==> src/logic/fetchPkg.sv <==
package fetchPkg;

  // pc is a byte address
  localparam int pcWidth = 32;

  localparam int instWidth = 32; // one instruction slot

  localparam int fetchWidth = 4; // slots per bundle

  // one cache line is exactly one fetch bundle
  localparam int blockWidth = fetchWidth * instWidth;

  // control-instruction type as stored in the BTB and sent on updates
  typedef enum logic [1:0] {
    CtrlReturn = 2'b00, // target comes from the return stack
    CtrlCall   = 2'b01, // pushes the return address
    CtrlJump   = 2'b10, // always taken
    CtrlBranch = 2'b11  // direction from the counter table
  } ctrlType_e;

endpackage

==> src/logic/returnAddressStack.sv <==
`timescale 1ns/10ps

module returnAddressStack #(
  parameter int rasDepth = 8
) (
  input  logic                         clk,
  input  logic                         reset,
  input  logic                         push_i,
  input  logic [fetchPkg::pcWidth-1:0] pushAddr_i,
  input  logic                         pop_i,
  output logic [fetchPkg::pcWidth-1:0] addrRas_o
);

  localparam int ptrBits = (rasDepth > 1) ? $clog2(rasDepth) : 1;

  logic [fetchPkg::pcWidth-1:0] stack [rasDepth];
  logic [ptrBits-1:0]           topPtr;  // points at the current top entry
  logic [ptrBits-1:0]           nextPtr;
  logic [ptrBits-1:0]           prevPtr;

  // circular increment and decrement, any depth
  assign nextPtr = (topPtr == ptrBits'(rasDepth - 1)) ? '0 : topPtr + 1'b1;
  assign prevPtr = (topPtr == '0) ? ptrBits'(rasDepth - 1) : topPtr - 1'b1;

  assign addrRas_o = stack[topPtr]; // 0 when empty after reset

  always_ff @(posedge clk) begin
    if (reset) begin
      topPtr <= '0;
      for (int i = 0; i < rasDepth; i++) begin
        stack[i] <= '0;
      end
    end else if (push_i) begin
      topPtr         <= nextPtr;
      stack[nextPtr] <= pushAddr_i; // overflow drops the oldest entry
    end else if (pop_i) begin
      topPtr <= prevPtr; // entry stays, only pointer moves
    end
  end

endmodule

==> config.mk <==
export PLATFORM = sky130hd
export DESIGN_NAME = returnAddressStack
export DESIGN_NICKNAME = d
export VERILOG_FILES = /design/src/logic/fetchPkg.sv /design/src/logic/returnAddressStack.sv
export SDC_FILE = /design/constraint.sdc
export NUM_CORES = 1
export LEC_CHECK = 0
export BUFFER_PORTS_ARGS = -buffer_cell sky130_fd_sc_hd__buf_2
export CORE_UTILIZATION = 50
export CTS_CLUSTER_DIAMETER = 100
export DETAILED_ROUTE_END_ITERATION = 12
export MAX_ROUTING_LAYER = met4
export PLACE_DENSITY_LB_ADDON = 0.1
export SYNTH_ARGS = -nofsm -noshare
export SYNTH_HDL_FRONTEND = slang
export SYNTH_SLANG_ARGS = --single-unit
==> constraint.sdc <==
create_clock -name clk -period 4.2 [get_ports clk]
set_input_delay 0.42 -clock clk [delete_from_list [all_inputs] [get_ports clk]]
set_output_delay 0.42 -clock clk [all_outputs]
set_load 0.005 [all_outputs]
==> summary.md <==
| Metric | Value |
|---|---|
| Hold buffer count at CTS | 0 |
| CTS Buf Count | 27 |
| First-pass GRT wire length | 42,690 um |
| Skew final | slightly below 0.008 ns |
| Simple-gate share of the synthesized area | 12.87% |
| CTS tree | built |
| Die X | roughly 160 um |
| Register clock-pin slew on the reported worst setup and hold paths | 0.06 ns |
| IO buf count | 67 |
| Global route total overflow | 0 |
| Register bit total from synthesis | 262 |
| ANT nets after route | 0 |
| Crit path launch type | register |
| Num rows | 56 |
| DRT Pass-1 Iters | 5 |
| Resized cells post-CTS | 0 |
| Period utilization | 74.96% |
| Cell breakdown of the critical path | buf_12, mux4_1, mux2_2, buf_2 |
| Critical path's slowest cell | dfxtp_4 |
| Final net count | 857 |
| Post-synthesis cell type count | 37 |
| WP data required | about 3.8 ns |
| Achievable frequency | between 0.3 and 0.4 GHz |
| Clk buf depth | 3 |
| Number of global-route vias before repair | between 7k and 8k |
| Power Density | 462.4 nW/um2 |
| Residual DRC | 0 |
| Post-synthesis sequential area ratio | about two thirds |
| Root Driver | clkbuf_16 |
| RSZ-0062 raised after global routing | false |
| Largest family of logic cells by synthesized area | multiplexers |
| Iteration-0 DRC Markers | 692 |
| Chip height | approximately 160 um |
| I/O Pins | 68 |
| Die ar. | 24,650 um2 |
| Placed Cells incl. Taps | about 1.1k |
| CTS HTree Levels | 1 |
| Post-Syn Instances | 769 |
| Clock latency on the worst-skew pair | 0.52 ns |
| Slew headroom | 24.74% |
| Synth Area per Inst | 15.62 um2 |
| Critical Path End Type | primary output |
| Antenna violations before repair | 0 |
| Arr. time, crit path | 2.73 ns |
| Maximum fanout along the worst path | 33 |
| Logic pwr share | 13.6% |
| Tot GR Track Use | between 20% and 30% |
| Hold Vio Cnt, Final | 0 |
| Tmin final | roughly 3.1 ns |
| Setup TNS | 0 ns |
| Run status | finished clean |
| Max Cap Viol | 0 |
| DR vias | 6,959 |
| Post-Synth Adder-Cell Area | less than 1% |
| DR WL/cell | 24.67 um |
| Antenna cells | 0 |
| Core area | 23,540 um2 |
| Synth Cell Area | around 12,000 um2 |
| Vias per cell | a little over 6 |
| Worst-margin pin slew | around 1.1 ns |
| Switching part of the total | 24.81% |
| Flop pwr share | 50.6% |
| Routed wire length | 28,460 um |
| Syn. warnings | 0 |
| Internal | 4675 uW |
| Starting Density | 51.03% |
| Final setup violation count | 0 |
| Hold Path Class | in -> reg |
| Final Non-Filler Cells | between 1k and 1.5k |
| Ys async rst share | 0% |
| Overall Power | 6217 uW |
| # clock sinks | 262 |
| Area Growth Syn to Fin | 11.91% |
| Post-Synth XOR/XNOR Area | 0% |
| Number of flops mapped to enable cells by yosys | approximately 260 |
| Layout cell share with drive strength beyond 1 | 20.72% |
| Top FF cell, synth | edfxtp_1 |
| Leakage | 0.005457 uW |
| Max IR drop VDD | 0.2960 mV |
| Clk pwr share | 35.8% |
| Largest net degree at the start of global routing | 129 |
| Crit Path Class | reg -> out |
| Synth Area in Compound Gates | 1.906% |
| Placer Congestion | approximately 0.80 |
| Final Slew Violations | 0 |
| DP HPWL | 16,100 um |
| Setup Fix Bufs, Post-CTS | 0 |
| Mux share of post-synthesis cell area | roughly 17% |
| Switch Pwr | 1542 uW |
| Syn nets | ~800 |
| Max stage delay on crit path | ~0.78 ns |
[cell usage in the layout, fill, tap and decap left out, types with 4 or more instances in the layout]
master,instances
edfxtp_1,256
nor2_1,131
and3_1,129
buf_2,67
mux4_1,56
mux2_2,32
nand3_1,32
clkbuf_16,27
buf_4,16
clkinv_1,10
mux4_2,8
clkbuf_1,7
a21o_1,5
buf_12,5
o21ai_0,4
ha_1,4
[flip-flops by register name (all words and copies together), names as in the netlist, named ones only]
register / flops
stack: 256
topPtr: 3
[path summary, 6_finish.rpt]
path	from	depth (start not counted)	slack, ns	endpoint
max	register	4	1.05	addrRas_o[1]
min	pushAddr_i[6]	2	0.27	stack[6][6]$_SDFFCE_PN0P_
min reg2reg	topPtr[1]$_SDFFE_PP0N_	3	0.73	register
max reg2reg	topPtr[0]$_SDFFE_PP0N_	7	1.13	stack[0][6]$_SDFFCE_PN0P_
[layout make-up]
cell class | instances | area, um2
fillers | 1903 | 10100
multi-input cells | 435 | 3861
well taps | 319 | 399.1
inverters | 3 | 11.26
clock buffers | 34 | 701.9
repair buffers | 88 | 555.5
clock inverters | 13 | 102.6
flip-flops and latches | 262 | 7814
[worst max-delay path, delay by kind of cell (launching register included)]
kind,cells,cell delay (ns)
flops,1,0.78
mux,2,0.92
buf+inv,2,0.47
[power groups by stage]
| stage | Combinational, uW | Clock [uW] | Sequential [uW] |
|---|---|---|---|
| floorplan | 559 | 0 | 3130 |
| global placement | 834 | 0 | 3190 |
| detailed placement | 848 | 0 | 3200 |
| CTS | 852 | 2250 | 3140 |
| global route | 904 | 2350 | 3160 |
| finish | 846 | 2230 | 3140 |
[cell families after synthesis]
family                     Yosys count
muxes                               96
DFF                                262
and+or+nand+nor                    305
buffers and inverters               72
AOI/OAI and AO/OA                   30
adders and majority gates            4
[synth_stat cells, types with 2 or more instances]
cell      instances  area share (%)
o21ai_1           2           0.083
clkbuf_2         14            0.58
a21oi_1           3            0.12
nand3_1          32             1.3
buf_2            20            0.83
inv_1             3           0.094
a31o_2            2            0.15
dfxtp_1           6             1.0
o22ai_2           2            0.21
ha_1              4            0.42
and3_1          129             6.7
mux4_1           56              12
nor2_1          131             4.1
o21ai_0           4            0.17
clkbuf_1         20            0.62
o22a_1            2            0.15
nand2_1           2           0.063
buf_1             7            0.22
a21o_1            5            0.31
mux4_2            8             1.5
nor2b_1           4            0.21
nand2b_1          3            0.16
mux2_2           32             3.0
edfxtp_1        256              64
buf_6             7            0.66
a41o_1            2            0.17
o21a_1            3            0.19
[metrics by stage]
step / setup WS, ns / utilization, % / cell area (um2) / hold slack (ns)
2_1_floorplan: 1.430 / - / 12010 / 0.5823
3_3_place_gp: 1.249 / 53.69 / 12640 / 0.6661
5_1_grt: 0.9524 / 57.11 / 13450 / 0.2578
4_1_cts: 1.006 / 57.11 / 13450 / 0.2490
3_5_place_dp: 1.134 / 53.69 / 12640 / 0.7160
6_report: 1.052 / 57.11 / 13450 / 0.2682
[routing by layer]
| metal | up-vias | wire length [um] | track usage [%] |
|---|---|---|---|
| met4 | 0 | 409 | 5.455 |
| li1 | 3123 | - | - |
| met5 | - | 0 | - |
| met1 | 3539 | 12570 | 33.76 |
| met3 | 38 | 1759 | 3.194 |
| met2 | 259 | 13730 | 39.15 |
Power figures use the tool's default switching activity.
