==> src/logic/fetchPkg.sv <==
package fetchPkg;

  // pc is a byte address
  localparam int pcWidth = 32;

  localparam int instWidth = 32; // one instruction slot

  localparam int fetchWidth = 4; // slots per bundle

  // one cache line is exactly one fetch bundle
  localparam int blockWidth = fetchWidth * instWidth;

  // control-instruction type as stored in the BTB and sent on updates
  typedef enum logic [1:0] {
    CtrlReturn = 2'b00, // target comes from the return stack
    CtrlCall   = 2'b01, // pushes the return address
    CtrlJump   = 2'b10, // always taken
    CtrlBranch = 2'b11  // direction from the counter table
  } ctrlType_e;

endpackage

==> src/logic/instCache.sv <==
`timescale 1ns/10ps

module instCache #(
  parameter int cacheLines = 32
) (
  input  logic                            clk,
  input  logic                            reset,
  input  logic [fetchPkg::pcWidth-1:0]    addr_i,
  input  logic                            wrEnable_i,
  input  logic [fetchPkg::pcWidth-1:0]    wrAddr_i,
  input  logic [fetchPkg::blockWidth-1:0] instBlock_i,
  output logic [fetchPkg::blockWidth-1:0] instBundle_o,
  output logic                            miss_o,
  output logic [fetchPkg::pcWidth-1:0]    missAddr_o
);

  localparam int offsetBits = $clog2(fetchPkg::blockWidth / 8);
  localparam int idxBits    = $clog2(cacheLines);
  localparam int tagBits    = fetchPkg::pcWidth - offsetBits - idxBits;

  logic [fetchPkg::blockWidth-1:0] dataMem [cacheLines];
  logic [tagBits-1:0]              tagMem [cacheLines];
  logic [cacheLines-1:0]           valid;

  logic [idxBits-1:0] rdIdx;
  logic [tagBits-1:0] rdTag;
  logic [idxBits-1:0] wrIdx;
  logic [tagBits-1:0] wrTag;

  assign rdIdx = addr_i[offsetBits +: idxBits];
  assign rdTag = addr_i[fetchPkg::pcWidth-1 -: tagBits];
  assign wrIdx = wrAddr_i[offsetBits +: idxBits];
  assign wrTag = wrAddr_i[fetchPkg::pcWidth-1 -: tagBits];

  // whole line out, read is combinational
  assign instBundle_o = dataMem[rdIdx];
  assign miss_o       = !(valid[rdIdx] && (tagMem[rdIdx] == rdTag)); // invalid or mismatch
  assign missAddr_o   = {addr_i[fetchPkg::pcWidth-1:offsetBits], offsetBits'(0)}; // line aligned

  always_ff @(posedge clk) begin
    if (reset) begin
      valid <= '0;
    end else if (wrEnable_i) begin
      valid[wrIdx] <= 1'b1;
    end
  end

  // refill data and tag, visible from the next cycle
  always_ff @(posedge clk) begin
    if (wrEnable_i) begin
      dataMem[wrIdx] <= instBlock_i;
      tagMem[wrIdx]  <= wrTag;
    end
  end

endmodule

==> config.mk <==
export PLATFORM = sky130hd
export DESIGN_NAME = instCache
export DESIGN_NICKNAME = d
export VERILOG_FILES = /design/src/logic/fetchPkg.sv /design/src/logic/instCache.sv
export SDC_FILE = /design/constraint.sdc
export NUM_CORES = 2
export LEC_CHECK = 0
export BUFFER_PORTS_ARGS = -buffer_cell sky130_fd_sc_hd__buf_2
export CAP_MARGIN = 20
export CORE_AREA = 2 2 645 583
export DETAILED_ROUTE_END_ITERATION = 10
export DIE_AREA = 0 0 647 585
export PLACE_DENSITY = 0.77
export SYNTH_ARGS = -nofsm -noshare
export SYNTH_HDL_FRONTEND = slang
export SYNTH_MEMORY_MAX_BITS = 65536
export SYNTH_SLANG_ARGS = --single-unit
==> constraint.sdc <==
create_clock -name clk -period 25.4 [get_ports clk]
set_input_delay 1.27 -clock clk [delete_from_list [all_inputs] [get_ports clk]]
set_output_delay 1.27 -clock clk [all_outputs]
set_load 0.01 [all_outputs]
==> impl_metrics.json <==
{
  "antenna_found_initial": 91,
  "maxCapViolations": 0,
  "yosysWarnings": 0,
  "fin_setup_tns_ns": 0,
  "status": "finished, final reports clean",
  "hold_path.class": "register to register",
  "reg2reg_to": "valid[20]$_SDFFE_PP0P_",
  "drc_errors": 0,
  "avgSynthCellArea_sq_um": 24.2,
  "cts_max_path_buffers": 4,
  "wl_per_cell_microns": 36.1,
  "critPathKind": "input pin to output pin",
  "grt_pass1_wl_mm": 685,
  "worst-path-max-fanout": 69,
  "grt_pass1_vias": 90500,
  "slew_violations": 0,
  "path_buf_inv": 8,
  "worst_path_max_delay_cell": "buf_4",
  "final_common_cell": "edfxtp_1",
  "cts_num_sinks": 4864,
  "cts_root_buf": "clkbuf_16",
  "fin_crit_sh_pct": 34.6,
  "synth.area.top_cells": "edfxtp_1 (78%), mux4_2 (17%), nand2_1 (0.86%)",
  "path_cells": "buf_8 > buf_4 > buf_4 > buf_4 > buf_4 > buf_4 > buf_16 > mux4_2 > mux4_2 > nand2_1 > nand2_1 > buf_2",
  "drtIter0Drc": 13600,
  "cts_tree": "yes",
  "ys_seq_area_share_pct": 78.8,
  "rows": 213,
  "fin_util_pct": 55.9,
  "dr.pass1.iters": 6,
  "grt_usage_pct": 25.6,
  "cts_resized": 0,
  "die_y_microns": 585,
  "synth_top_cell_by_area": "edfxtp_1",
  "synth.top_cell.area_share_pct": 78.4,
  "vias": 89200,
  "crit_family": "buffers and inverters",
  "routed_wirelength_mm": 489,
  "post-dp-hpwl_mm": 225,
  "cpPeakStageDelay_ns": 0.92,
  "crit_path_end": "instBundle_o[74]",
  "ioPinCount": 356,
  "crit_path_start_kind": "input pin",
  "rr_worst_depth": 2,
  "cts_inserted_buffers": 458,
  "ys_ff_latch": 4864,
  "vias_per_cell": 6.58,
  "final.setup_skew_ns": 0,
  "r2r_slack_ns": 24.67,
  "die_area_sq_um": 378000,
  "rr_startpoint": "valid[20]$_SDFFE_PP0P_",
  "ys.flop_type": "edfxtp_1",
  "clk_latency_ns": 0.95,
  "syn2layout_area_growth_pct": 12.5,
  "powerDensity_nw_per_um2": 80.0,
  "p_leak_nw": 65.2,
  "tightest_slew_ns": 1.29,
  "async_flop_share_pct": 0,
  "htree_num_levels": 5,
  "grt_max_degree": 164,
  "drive_gt1_share_pct": 30.8,
  "place.gp.congestion": 0.756,
  "setup_violations": 0,
  "crit_path_start": "addr_i[5]",
  "critPathArrivalTime_ns": 7.53,
  "clk_pin_slew_worst_paths_ns": 0.06,
  "synth_cell_types": 64,
  "syn_area_sq_um": 185000,
  "timing.final.crit_period_ns": 8.80,
  "overflow": 0,
  "postCtsHoldBufs": 0,
  "hold_viol_final": 0,
  "rsz0062_at_grt": "false",
  "relSlewSlack_pct": 13.7,
  "crit_required_ns": 24.13,
  "nets": 8394,
  "die_w_microns": 647,
  "worstSetupEndpointType": "output pin",
  "antenna_left": 0,
  "start_util_pct": 49.7,
  "max-vdd-ir-drop_uv": 76.8,
  "worst_path_most_repeated_cell": "buf_4",
  "fmax_ghz": 0.114,
  "synth_edf_count": 4832,
  "io_buffers": 343,
  "synthesis.instances": 7634,
  "post_cts_buffers": 0,
  "final_cell_mix": "edfxtp_1 (4832), mux4_2 (1419), clkbuf_16 (459), nand2_1 (425), buf_2 (339)",
  "worst-path-stages": 12,
  "coreArea_sq_um": 372000
}
-- cells by family (layout without fill, tap and decap cells) --
family | after synthesis | after routing | synth area share (%)
AOI/OAI and AO/OA | 158 | 158 | 0.614
DFF | 4864 | 4864 | 78.8
and+or+nand+nor | 614 | 614 | 1.34
buffers and inverters | 429 | 1382 | 1.13
other | 1 | 37 | 0.00203
xor gates and xnor gates | 28 | 28 | 0.133
muxes | 1540 | 1540 | 18.0
-- how the worst min path moves through the flow --
| stage | startpoint | end | cells after the start |
|---|---|---|---|
| floorplan | valid[10]$_SDFFE_PP0P_ | valid[10]$_SDFFE_PP0P_ | 2 |
| detailed placement | valid[17]$_SDFFE_PP0P_ | valid[17]$_SDFFE_PP0P_ | 2 |
| finish | valid[14]$_SDFFE_PP0P_ | valid[14]$_SDFFE_PP0P_ | 2 |
| global route | valid[18]$_SDFFE_PP0P_ | valid[18]$_SDFFE_PP0P_ | 2 |
| CTS | valid[17]$_SDFFE_PP0P_ | valid[17]$_SDFFE_PP0P_ | 2 |
| global placement | valid[30]$_SDFFE_PP0P_ | valid[30]$_SDFFE_PP0P_ | 2 |
-- through the flow --
stage | setup WS [ns] | instances | hold slack, ns | power (mW) | cell area [sq um]
final | 16.60 | 13600 | 0.478 | 16.6 | 208000
after global routing | 16.52 | 13600 | 0.509 | 17.0 | 208000
after CTS | 16.44 | 13500 | 0.475 | 16.7 | 208000
after detailed placement | 16.51 | 12700 | 0.460 | 9.93 | 193000
after global placement | 16.55 | 12700 | 0.450 | 9.90 | 193000
after floorplan | 16.50 | 7637 | 0.435 | 9.61 | 185000
-- sequential cells by signal, indices dropped and copies added (netlist names) --
signal   count
valid       32
tagMem     736
dataMem   4096
-- worst reg2reg max path, cell delays in order (launching register included) --
cell and delay, ns:
dfxtp_1 0.34, nor2_1 0.18, nor2_1 0.08
-- routing by layer --
layer	global-route usage, %	up-vias	share of wire (%)
li1	-	33900	-
met1	35.2	47400	35
met2	41.2	6909	49
met3	5.78	1006	13
met4	8.30	52	3.3
met5	0	-	0.068
-- report_power, final --
part	total [mW]	switching [mW]	internal (mW)
Sequential	8.95	0.0279	8.92
Combinational	0.833	0.501	0.332
Clock	6.85	3.00	3.85
-- Yosys cell counts (20+ instances only) --
master / instances
a21oi_1: 40
a22oi_1: 23
buf_1: 38
buf_2: 132
buf_4: 41
clkbuf_1: 196
dfxtp_1: 32
edfxtp_1: 4832
mux2i_1: 105
mux4_2: 1419
nand2_1: 425
nor2_1: 121
o221ai_1: 20
-- area by class of cell --
class | instances | area, sq um
Clock buffer | 554 | 11900
Inverter | 6 | 37.5
Tap cell | 4945 | 6190
Multi-Input combinational cell | 2344 | 37400
Fill cell | 25600 | 164000
Clock inverter | 297 | 3010
Timing Repair Buffer | 525 | 3690
Sequential cell | 4864 | 146000
Antenna cell | 33 | 82.6
Note: power is estimated with default switching activity, not from simulation.
